### config.mk
export PLATFORM = sky130hd
export DESIGN_NAME = buffer_read_responder
export DESIGN_NICKNAME = d
export VERILOG_FILES = /design/src/hw/write_buffer_pkg.sv /design/src/hw/capi_link_pkg.sv /design/src/hw/buffer_read_responder.sv /design/src/hw/word_parity.sv
export SDC_FILE = /design/constraint.sdc
export NUM_CORES = 1
export LEC_CHECK = 0
export BUFFER_PORTS_ARGS = -buffer_cell sky130_fd_sc_hd__buf_4
export CAP_MARGIN = 20
export CORE_AREA = 2 2 608 610
export CTS_CLUSTER_DIAMETER = 60
export DETAILED_ROUTE_END_ITERATION = 7
export DIE_AREA = 0 0 610 612
export PLACE_DENSITY = 0.3
export SYNTH_ARGS = -nofsm -noshare
export SYNTH_HDL_FRONTEND = slang
export SYNTH_SLANG_ARGS = --single-unit
### constraint.sdc
create_clock -name clock -period 1.7 [get_ports clock]
set_clock_uncertainty 0.15 [all_clocks]
set_input_delay 0.085 -clock clock [delete_from_list [all_inputs] [get_ports clock]]
set_output_delay 0.085 -clock clock [all_outputs]
set_load 0.02 [all_outputs]
### src/hw/write_buffer_pkg.sv
/*
  geometry of the write-data buffer
  one parity group per double word, plus the fill shown when no read is in flight
*/
`default_nettype none

package write_buffer_pkg;

  // one parity group
  localparam int dword_bits = 64;

  // idle fill for one double word, replicated across a half line
  localparam logic [dword_bits-1:0] idle_data_fill = '1;

endpackage : write_buffer_pkg

`default_nettype wire

### src/hw/capi_link_pkg.sv
/*
  host link constants shared by the write-data buffer and its testbench
  tag geometry, parity sense on the link and the fixed buffer read latency
*/
`default_nettype none

package capi_link_pkg;

  // command tag width and the number of tagged entries
  localparam int tag_bits  = 8;
  localparam int tag_depth = 2 ** tag_bits;

  // buffer read address field (ha_brad), zero means half 0
  localparam int read_address_bits = 6;

  // odd parity on tags and data
  localparam logic odd_parity_sense = 1'b1;

  // edges from a sampled read request to valid data on the ports
  // fixed by the pipeline, never a port
  localparam int read_latency_cycles = 3;

endpackage : capi_link_pkg

`default_nettype wire
### src/hw/buffer_read_responder.sv
/*
  read side of the buffer: picks the requested half line or idle fill,
  adds odd parity per double word and drives the host read ports
  a bad tag parity is flagged one cycle after the data
*/
`timescale 1ns/100ps
`default_nettype none

module buffer_read_responder
  import capi_link_pkg::*;
  import write_buffer_pkg::*;
#(
  parameter int double_words = 8
) (
  input  wire logic                                 clock,
  input  wire logic                                 rstn,
  input  wire logic                                 req_valid,
  input  wire logic [tag_bits-1:0]                  req_tag,
  input  wire logic                                 req_tag_parity,
  input  wire logic                                 req_select,
  input  wire logic [double_words*dword_bits-1:0]   half0_out,
  input  wire logic [double_words*dword_bits-1:0]   half1_out,
  output logic      [double_words*dword_bits-1:0]   read_data,
  output logic      [double_words-1:0]              read_parity,
  output logic                                      data_write_error
);

  localparam int half_line_bits = double_words * dword_bits;

  // request register, select register, output register
  localparam int pipe_stages = 3;

  localparam logic [half_line_bits-1:0] idle_line = {double_words{idle_data_fill}};
  localparam logic idle_dword_parity = (^idle_data_fill) ^ odd_parity_sense;

  logic [half_line_bits-1:0] selected_data;
  logic [double_words-1:0]   selected_parity;
  logic                      tag_parity_calc;
  logic                      tag_mismatch;
  logic                      tag_mismatch_d;

  if (pipe_stages != read_latency_cycles) begin : g_latency_check
    $error("read pipeline depth does not match read_latency_cycles");
  end

  ////////////////////////////////////////
  // half select, R+2
  ////////////////////////////////////////

  always_ff @(posedge clock or negedge rstn) begin
    if (!rstn) begin
      selected_data <= idle_line;
    end else if (req_valid) begin
      selected_data <= req_select ? half1_out : half0_out;
    end else begin
      selected_data <= idle_line;
    end
  end

  // parity over the selected line, settles before R+3
  word_parity #(
    .groups    (double_words),
    .group_bits(dword_bits)
  ) data_parity_inst (
    .data  (selected_data),
    .odd   (odd_parity_sense),
    .parity(selected_parity)
  );

  ////////////////////////////////////////
  // output ports, R+3
  ////////////////////////////////////////

  always_ff @(posedge clock or negedge rstn) begin
    if (!rstn) begin
      read_data   <= idle_line;
      read_parity <= {double_words{idle_dword_parity}};
    end else begin
      read_data   <= selected_data;
      read_parity <= selected_parity;
    end
  end

  ////////////////////////////////////////
  // tag parity check
  ////////////////////////////////////////

  word_parity #(
    .groups    (1),
    .group_bits(tag_bits)
  ) tag_parity_inst (
    .data  (req_tag),
    .odd   (odd_parity_sense),
    .parity(tag_parity_calc)
  );

  // mismatch at R+2, delayed so the flag trails the data by one cycle
  always_ff @(posedge clock or negedge rstn) begin
    if (!rstn) begin
      tag_mismatch     <= 1'b0;
      tag_mismatch_d   <= 1'b0;
      data_write_error <= 1'b0;
    end else begin
      tag_mismatch     <= req_valid & (tag_parity_calc ^ req_tag_parity);
      tag_mismatch_d   <= tag_mismatch;
      data_write_error <= tag_mismatch_d;
    end
  end

endmodule : buffer_read_responder

`default_nettype wire

### src/hw/word_parity.sv
/*
  parity per group of a bus, one result bit per group
  odd = 1 gives odd parity, odd = 0 gives even parity
*/
`timescale 1ns/100ps
`default_nettype none

module word_parity
  import write_buffer_pkg::*;
#(
  parameter int groups     = 8,
  parameter int group_bits = dword_bits
) (
  input  wire logic [groups*group_bits-1:0] data,
  input  wire logic                         odd,
  output logic      [groups-1:0]            parity
);

  // xor reduce each slice, flip for odd sense
  for (genvar g = 0; g < groups; g++) begin : g_group
    assign parity[g] = (^data[g*group_bits +: group_bits]) ^ odd;
  end

endmodule : word_parity

`default_nettype wire

==> impl_metrics.ini, run 1 <==
[global_route]
grt_pass1_wl_mm = 320.8
antenna_found_initial = 12
grt_pass1_vias = 41840
overflow = 0
grtUsageTotal_pct = 12.09
grt_max_degree = 63

[synthesis]
synthCells = 2686
yosysSeqAreaShare_pct = 69.33
avgSynthCellArea_um2 = 14.60
synth_nets = 3723
netlist_area_um2 = 39220
ys_warn_count = 0
synth.distinct_cells = 9
ys_ff_latch = 1035

[pwr]
clock_power_share_pct = 38.9
power_density_nw_per_um2 = 944.8
power_switching_uw = 23510
vdd_drop_max_mv = 0.6917
seqPwrFrac_pct = 35.1
p_comb_share_pct = 26.0
swShare_pct = 28.28
p_int_uw = 59630
p_leak_uw = 0.03818

[setup_path]
cp_cell_sequence = xor2_1 > xnor2_1 > buf_4 > xnor2_1 > xnor2_2 > xnor2_1 > xnor2_1
cp.arrival_ns = 2.62
cp-end-kind = register
crit_required_ns = 2.24
worstPathMaxFanout = 2
cpMostUsedCell = xnor2_1
critical-path-max-stage-delay_ns = 0.54
crit_type = reg2reg
start_kind = register
cp_slowest_cell = dfstp_2

[floorplan]
start_util_pct = 10.68
rows = 223
core_um2 = 367200
die_w_um = 610
fp.dieH_um = 612
ios = 1558
die_area_um2 = 373300

[timing]
setup_viol = 293
slew_violations = 0
maxClockFrequency_ghz = 0.4810
finalHoldViolations = 0
finalCriticalPeriod_ns = 2.079
hold_ws_ns = 0.04755
finalCritPeriodShare_pct = 122.3
relSlewSlack_pct = 57.97
fin_ws_ns = -0.3790
worstMarginPinSlew_ns = 0.6129
rsz0062_at_grt = true

[layout]
final_common_cell = dlygate4sd3_1
nets = 7718
final_util_pct = 23.97
layout-drive-gt1-share_pct = 52.79
finalNonFillerCells = 11640
mostFrequentLayoutCells = dlygate4sd3_1, buf_4, dfstp_2
area_growth_pct = 124.4
fill_cells = 38800

[placed_design]
io_buffers = 1557
dpl.hpwl_mm = 187.0
place.gp.congestion = 0.8770
pre_cts_ws_ns = -0.9645
place_inst = 9569

[clock_tree]
cts-root-buf = clkbuf_16
cts_made_buffers = 153
cts.sinks = 1035
clk_pin_slew_ns = 0.05
clkLatencyLatePin_ns = 0.84
cts_max_level = 4
clockBufferDepth = 4
cts_tree = built

[min_path]
min_path_type = in2reg

[drt]
wl_per_cell_um = 20.01
drt-vias-per-instance = 3.076
drt-total-wl_mm = 232.9
first_pass_iters = 5
drcViolationCount = 0
initialDrtViolationCount = 1008
ant_nets = 0
vias = 35810

[run]
cap_violations = 0

[status]
status = finished, violations left
violations = negative setup slack
-- kinds of logic after synthesis --
family        count (synthesis)  share of synthesized area (%)
simple gates                513                          4.916
buf+inv                     114                          1.257
xor+xnor                    512                          11.43
mux                         512                          13.07
flops                      1035                          69.33
-- synthesized netlist by cell type (all sizes together) --
cell type / count / area (um2)
dfstp: 1032 / 27120
mux2i: 512 / 5125
nand2: 512 / 1922
xnor2: 447 / 3915
xor2: 65 / 569.3
clkbuf: 62 / 232.7
buf: 52 / 260.3
dfrtp: 3 / 75.07
and2: 1 / 6.260
-- per-stage QoR --
| stage | TNS, ns | power (uW) | area (um2) |
|---|---|---|---|
| finish | -10.21 | 83140 | 88000 |
| floorplan | 0 | 35890 | 39220 |
| CTS | -70.78 | 84840 | 87510 |
| global placement | -13.52 | 46060 | 61760 |
| detailed placement | -13.38 | 45950 | 61760 |
| global route | -58.50 | 87340 | 88000 |
-- worst paths after layout --
| kind | startpoint | cells past startpoint | endpoint | slack, ns |
|---|---|---|---|---|
| min in group asynchronous | rstn | 3 | selected_data[274] | 0.21 |
| setup / recovery | selected_data[132] | 7 | read_parity[2] | -0.38 |
| max in group asynchronous | rstn | 6 | read_data[455] | 0.29 |
| hold reg to reg | tag_mismatch_d | 0 | data_write_error | 0.20 |
| hold / removal | half1_out[152] | 4 | selected_data[152] | 0.05 |
| setup reg to reg | selected_data[132] | 7 | read_parity[2] | -0.38 |
-- power by group through the flow --
stage               sequential, uW  clock, uW  combinational, uW
finish                       29200      32300              21700
global route                 29400      34800              23200
CTS                          29200      33800              21800
detailed placement           29300          0              16600
global placement             29300          0              16800
floorplan                    30000          0               5940
-- layer usage --
layer	track usage (%)	vias to the layer above	part of all wire [%]
li1	-	16660	-
met1	12.93	17870	37
met2	23.44	1000	55
met3	2.350	282	4.5
met4	3.912	0	3.4
met5	0	-	0
-- layout make-up --
type / instances / area (um2) / share of cell area, %
diodes: 3 / 7.507 / 0.008531
clock inverters: 73 / 854.6 / 0.9711
clock buffers: 201 / 4340 / 4.932
repair buffers: 3954 / 37050 / 42.10
multi-input cells: 1537 / 12510 / 14.22
flip-flops and latches: 1035 / 27190 / 30.90
well taps: 4837 / 6052 / 6.877
-- repair_timing --
item                                    CTS  global route
setup endpoints to repair               529           848
hold buffers                           1781             1
gates resized for setup                 634            64
endpoints found under the hold margin  1548            13
setup buffers                             8             8
pin swaps                                68            57
cloned                                    0             0
-- state kept, by name, indices dropped and copies added (netlist names) --
register and cells:
data_write_error 1, read_data 512, tag_mismatch 1, tag_mismatch_d 1, read_parity 8, selected_data 512
-- worst max-delay path: cells and delay by family (launching register included) --
kind                      cells  cell delay [ns]
DFF                           1             0.54
xor gates and xnor gates      6             1.13
buffers and inverters         1             0.17
No activity file was read; power rests on OpenSTA's default activity.
==> run 2: changes to the inputs <==
CORE_AREA = 2 2 615 617   (was 2 2 608 610)
DIE_AREA = 0 0 617 619   (was 0 0 610 612)
SYNTH_HIERARCHICAL = 1   (was not set)
==> run 2 against run 1 <==
Net effect: the flow finishes with violations (negative hold slack, negative setup slack); worst hold slack got worse by 0.060 ns; design area is 0.65% lower; combinational power shrank 3%; non-clock buffer count fell by 56; sequential share of layout area rose by 0.20 points; cell count rose by 0.89%; power down 2.4%; clock-buffer cell count increased by 2; largest power group unchanged.
==> impl_metrics.ini, run 2 <==
[drt]
drt-total-wl_mm = 231.5
vias = 35700
initialDrtViolationCount = 1088
ant_nets = 0
drt-vias-per-instance = 3.040
first_pass_iters = 4
wl_per_cell_um = 19.71
drcViolationCount = 0

[min_path]
min_path_type = in2async

[status]
violations = negative hold slack, negative setup slack
status = finished, violations left

[synthesis]
synth_top_area_share_pct = 67.59
async_flop_share_pct = 100.0
synth_edf_count = 0
synthMuxAreaShare_pct = 12.77
netlist_area_um2 = 40120
yosysTopAreaCell = dfstp_2
yosys.area_share.adder_pct = 0
synth.distinct_cells = 16
synth_top_family_by_area = multiplexers
synth-xor-area-share_pct = 11.51
yosysSeqAreaShare_pct = 67.78
yosys-top-cells-count = dfstp_2, mux2i_1, nand2_1, xnor2_1, xor2_1
ys_warn_count = 6
synth_compound_area_share_pct = 0
synth.most_common_cell = dfstp_2
ys.flop_type = dfstp_2
synthCells = 2688
ys_ff_latch = 1035
synth_simple_gate_area_share_pct = 4.806
avgSynthCellArea_um2 = 14.93
yosys-top-cells-area = dfstp_2, mux2i_1, xnor2_1

[layout]
nets = 7664
seqCellArea_um2 = 27190
design_area_um2 = 87430
area_growth_pct = 117.9
final_common_cell = dlygate4sd3_1
mostFrequentLayoutCells = dlygate4sd3_1, buf_4, dfstp_2
multi_input_area_um2 = 12230
reg_top3 = read_data x512, selected_data x512, read_parity x8
layout-drive-gt1-share_pct = 50.53
fill_cells = 39880

[setup_path]
r2r_slack_ns = -0.44
start_kind = register
crit_type = reg2reg
worstPathMaxFanout = 2
crit_required_ns = 2.25
r2r-end = read_parity[3]
r2r_cells = 7
r2r-start = selected_data[203]
cp-end-kind = register
cp.arrival_ns = 2.70

[timing]
fin_ws_ns = -0.4449
finalCriticalPeriod_ns = 2.145
finalCritPeriodShare_pct = 126.2
hold_ws_ns = -0.01228
slew_violations = 0
rsz0062_at_grt = true
finalHoldViolations = 3
maxClockFrequency_ghz = 0.4662
worstMarginPinSlew_ns = 0.4764
relSlewSlack_pct = 67.33
setup_viol = 158

[clock_tree]
cts_max_level = 4
clockBufferDepth = 4
cts.sinks = 1035
cts_made_buffers = 153
cts-root-buf = clkbuf_16
clkLatencyLatePin_ns = 0.81
cts_tree = built
clk_pin_slew_ns = 0.06

[pwr]
seqPwrFrac_pct = 35.9
p_comb_share_pct = 25.9
power_density_nw_per_um2 = 927.7
clock_power_share_pct = 38.2
vdd_drop_max_mv = 0.7324
power_switching_uw = 22560
p_int_uw = 58550
p_leak_uw = 0.03764
swShare_pct = 27.82

[global_route]
grtUsageTotal_pct = 11.78
grt_max_degree = 85
grt_pass1_vias = 41650
grt_pass1_wl_mm = 318.5
overflow = 0
antenna_found_initial = 30

[floorplan]
die_w_um = 617
ios = 1558
rows = 225
fp.dieH_um = 619
start_util_pct = 10.71
core_um2 = 374700
die_area_um2 = 381900

[placed_design]
dpl.hpwl_mm = 186.5
place.gp.congestion = 0.8198
postPlaceCellArea_um2 = 61400
io_buffers = 1557

[run]
cap_violations = 0
[run 2: cell types whose count changed after synthesis, sizes merged]
cell	change
clkbuf	-11
xnor3	+9
xnor2	-2
buf	+12
xor2	-7
conb	+1
[run 2: logic make-up after synthesis]
group	count (synthesis)
flip-flops	1035
AND/OR/NAND/NOR	513
XOR/XNOR	512
multiplexers	512
buffers and inverters	115
other	1
[run 2: how the worst max path moves through the flow]
| stage | slack [ns] | depth (start not counted) | startpoint | endpoint |
|---|---|---|---|---|
| final | -0.44 | 7 | selected_data[203] | read_parity[3] |
| after global routing | -0.54 | 7 | selected_data[203] | read_parity[3] |
| after CTS | -0.45 | 7 | selected_data[200] | read_parity[3] |
| after detailed placement | -0.75 | 7 | selected_data[203] | read_parity[3] |
| after global placement | -0.77 | 7 | selected_data[203] | read_parity[3] |
| after floorplan | -0.17 | 6 | selected_data[36] | read_parity[0] |
[run 2: layout make-up]
class / count / area share (%)
Antenna cell: 14 / 0.04007
Clock buffer: 203 / 4.823
Clock inverter: 61 / 0.8429
Multi-Input combinational cell: 1539 / 13.99
Sequential cell: 1035 / 31.10
Tap cell: 4994 / 7.147
Timing Repair Buffer: 3898 / 42.06
[run 2: power groups by stage]
stage | sequential [uW] | clock [uW] | combinational (uW)
final | 29100 | 31000 | 21000
after global routing | 29300 | 33500 | 22500
after CTS | 29200 | 32500 | 21400
after detailed placement | 29300 | 0 | 16400
after global placement | 29300 | 0 | 16500
after floorplan | 30000 | 0 | 6500
[run 2: what timing repair did]
item,CTS,global route
hold endpoints to repair,1548,0
gates resized for setup,622,28
endpoints found under the setup margin,528,610
setup buffers,4,5
hold buffers,1825,0
pin swaps,34,28
[run 2: metal layers]
layer / global-route usage, % / part of all wire (%) / vias to the layer above
li1: - / - / 16570
met1: 12.56 / 37 / 17740
met2: 22.49 / 54 / 1031
met3: 2.229 / 4.4 / 347
met4: 4.853 / 4.5 / 12
met5: 0 / 0.037 / -
[run 2: per-stage QoR]
step	instances	TNS (ns)	setup slack [ns]	total power (uW)	utilization, %
6_report	11740	-8.165	-0.4449	81110	23.33
5_1_grt	11740	-57.59	-0.5419	85350	23.33
3_5_place_dp	9635	-8.889	-0.7501	45680	16.38
2_1_floorplan	2689	-1.328	-0.1661	36460	-
3_3_place_gp	9635	-8.903	-0.7700	45770	16.38
4_1_cts	11730	-70.61	-0.4518	83060	23.27
[run 2: critical path, stage by stage, from the launching register on]
cell,delay [ns]
dfstp_2,0.55
xnor2_2,0.11
xnor2_4,0.32
buf_12,0.17
xnor2_4,0.11
xnor2_2,0.14
xnor3_1,0.34
xnor2_1,0.15
==> run 3: changes to the inputs <==
CORE_AREA = 8 8 603 605   (was 2 2 615 617)
DIE_AREA = 0 0 611 613   (was 0 0 617 619)
==> run 3 against run 2 <==
Net effect: global-route usage rose by 0.34 points; the run ends with negative setup slack left; largest power group unchanged; flip-flop and latch count stayed put; largest cell class unchanged; routed wire length grew 2.1%; non-clock buffer count down 91; clock-buffer cell count decreased by 14; clock power rose by 4%; worst hold slack gained 0.12 ns; power increased by 1.4%; design area shrank 1.3%; critical path depth up 1.
==> impl_metrics.ini, run 3 (synthesis results as in run 2) <==
[layout]
seqCellArea_um2 = 27190
layout-drive-gt1-share_pct = 50.93
reg_top3 = read_data x512, selected_data x512, read_parity x8
nets = 7565
multi_input_area_um2 = 12250
fill_cells = 37500
final_util_pct = 24.39
area_growth_pct = 115.2
final_common_cell = dlygate4sd3_1
mostFrequentLayoutCells = dlygate4sd3_1, buf_4, dfstp_2
finalNonFillerCells = 11400

[timing]
finalCritPeriodShare_pct = 124.7
rsz0062_at_grt = true
finalHoldViolations = 0
hold_ws_ns = 0.1041
fin_ws_ns = -0.4193
maxClockFrequency_ghz = 0.4719
slew_violations = 0
finalCriticalPeriod_ns = 2.119
setup_viol = 101
worstMarginPinSlew_ns = 0.6006
relSlewSlack_pct = 58.82

[run]
cap_violations = 0

[setup_path]
r2r-start = selected_data[240]
start_kind = register
path_buf_inv = 2
cp.arrival_ns = 2.68
cp_top_family = XOR/XNOR gates
cp_slowest_cell = dfstp_2
crit_required_ns = 2.26
worstPathMaxFanout = 2
crit_type = reg2reg
crit_start = selected_data[240]
cp-end-kind = register
cpMostUsedCell = xnor2_1
critical-path-max-stage-delay_ns = 0.54
cp_cell_sequence = xnor2_1 > xnor2_1 > buf_4 > xnor2_2 > xnor2_1 > buf_4 > xnor3_1 > xnor2_1

[floorplan]
start_util_pct = 11.33
fp.dieH_um = 613
die_w_um = 611
core_um2 = 354000
die_area_um2 = 374500
rows = 219
ios = 1558

[placed_design]
dpl.hpwl_mm = 192.2
pre_cts_ws_ns = -1.102
place.gp.congestion = 0.8080
place_inst = 9351
io_buffers = 1557

[clock_tree]
cts_made_buffers = 145
clkLatencyLatePin_ns = 0.80
cts-root-buf = clkbuf_16
cts.sinks = 1035
clk_pin_slew_ns = 0.05
cts_max_level = 4
clockBufferDepth = 4
cts_tree = built

[pwr]
power_density_nw_per_um2 = 953.0
p_leak_uw = 0.03730
vdd_drop_max_mv = 0.6672

[drt]
drt-vias-per-instance = 3.091
ant_nets = 0
initialDrtViolationCount = 1004
drt-total-wl_mm = 236.4
wl_per_cell_um = 20.74
vias = 35230
drcViolationCount = 0
first_pass_iters = 4

[global_route]
grt_pass1_vias = 41520
grtUsageTotal_pct = 12.12
antenna_found_initial = 31
overflow = 0
grt_pass1_wl_mm = 324.9
grt_max_degree = 107

[min_path]
hold_start = half1_out[155]
min_path_type = in2reg

[status]
violations = negative setup slack
status = finished, violations left
[run 3: cell count changes in the layout (fill, tap and decap cells not counted), moves of 3 or more]
cell / delta
buf_6: -12
xnor2_1: -4
clkinv_4: -3
clkbuf_8: +4
bufinv_16: +15
buf_8: +8
buf_4: -20
xnor2_2: +6
buf_12: -9
dlygate4sd3_1: -58
clkbuf_16: -7
xor2_2: +3
clkbuf_1: -11
inv_6: -3
[run 3: final timing paths]
kind | endpoint | slack, ns | cells past startpoint
max in group asynchronous | read_data[498] | 0.13 | 6
max reg2reg | read_parity[3] | -0.42 | 8
max | read_parity[3] | -0.42 | 8
min reg2reg | read_data[171] | 0.18 | 0
min in group asynchronous | selected_data[0] | 0.63 | 4
min | selected_data[155] | 0.10 | 5
[run 3: stage by stage]
step	setup TNS (ns)	area (um2)	power, uW
2_1_floorplan	-1.328	40120	36460
3_3_place_gp	-17.52	60620	45940
3_5_place_dp	-18.54	60620	45900
4_1_cts	-56.70	86100	84340
5_1_grt	-44.69	86310	86390
6_report	-5.621	86330	82280
[run 3: layout make-up]
class	count	share of cell area [%]
timing repair buffer	3807	41.52
clock buffer	189	4.697
antenna	12	0.03478
sequential	1035	31.50
clock inverter	64	1.172
multi-input combinational	1539	14.19
tap	4751	6.886
[run 3: report_power, final]
part / internal, uW / switching [uW] / total (uW)
registers: 27800 / 1380 / 29100
clock network: 20100 / 12000 / 32200
logic: 12200 / 8810 / 21000
[run 3: repair_timing]
| action | CTS | global route |
|---|---|---|
| pin swaps | 51 | 23 |
| endpoints found under the hold margin | 1548 | 0 |
| setup buffers | 10 | 6 |
| hold buffers | 1769 | 0 |
| endpoints found under the setup margin | 528 | 535 |
| resized for setup | 642 | 25 |
[run 3: worst reg2reg max path, delay by kind of cell, from the launching register on]
family	cells	cell delay, ns
XOR/XNOR	6	1.04
flip-flops	1	0.54
buffers and inverters	2	0.32
[run 3: layer usage]
| metal | vias up | share of wire [%] | global-route usage [%] | wire length (um) |
|---|---|---|---|---|
| met2 | 1023 | 56 | 23.83 | 132000 |
| met3 | 296 | 5.0 | 2.699 | 11770 |
| met1 | 17540 | 36 | 12.76 | 85300 |
| met5 | - | 0.017 | 0 | 40 |
| li1 | 16360 | - | - | - |
| met4 | 6 | 3.1 | 3.458 | 7264 |
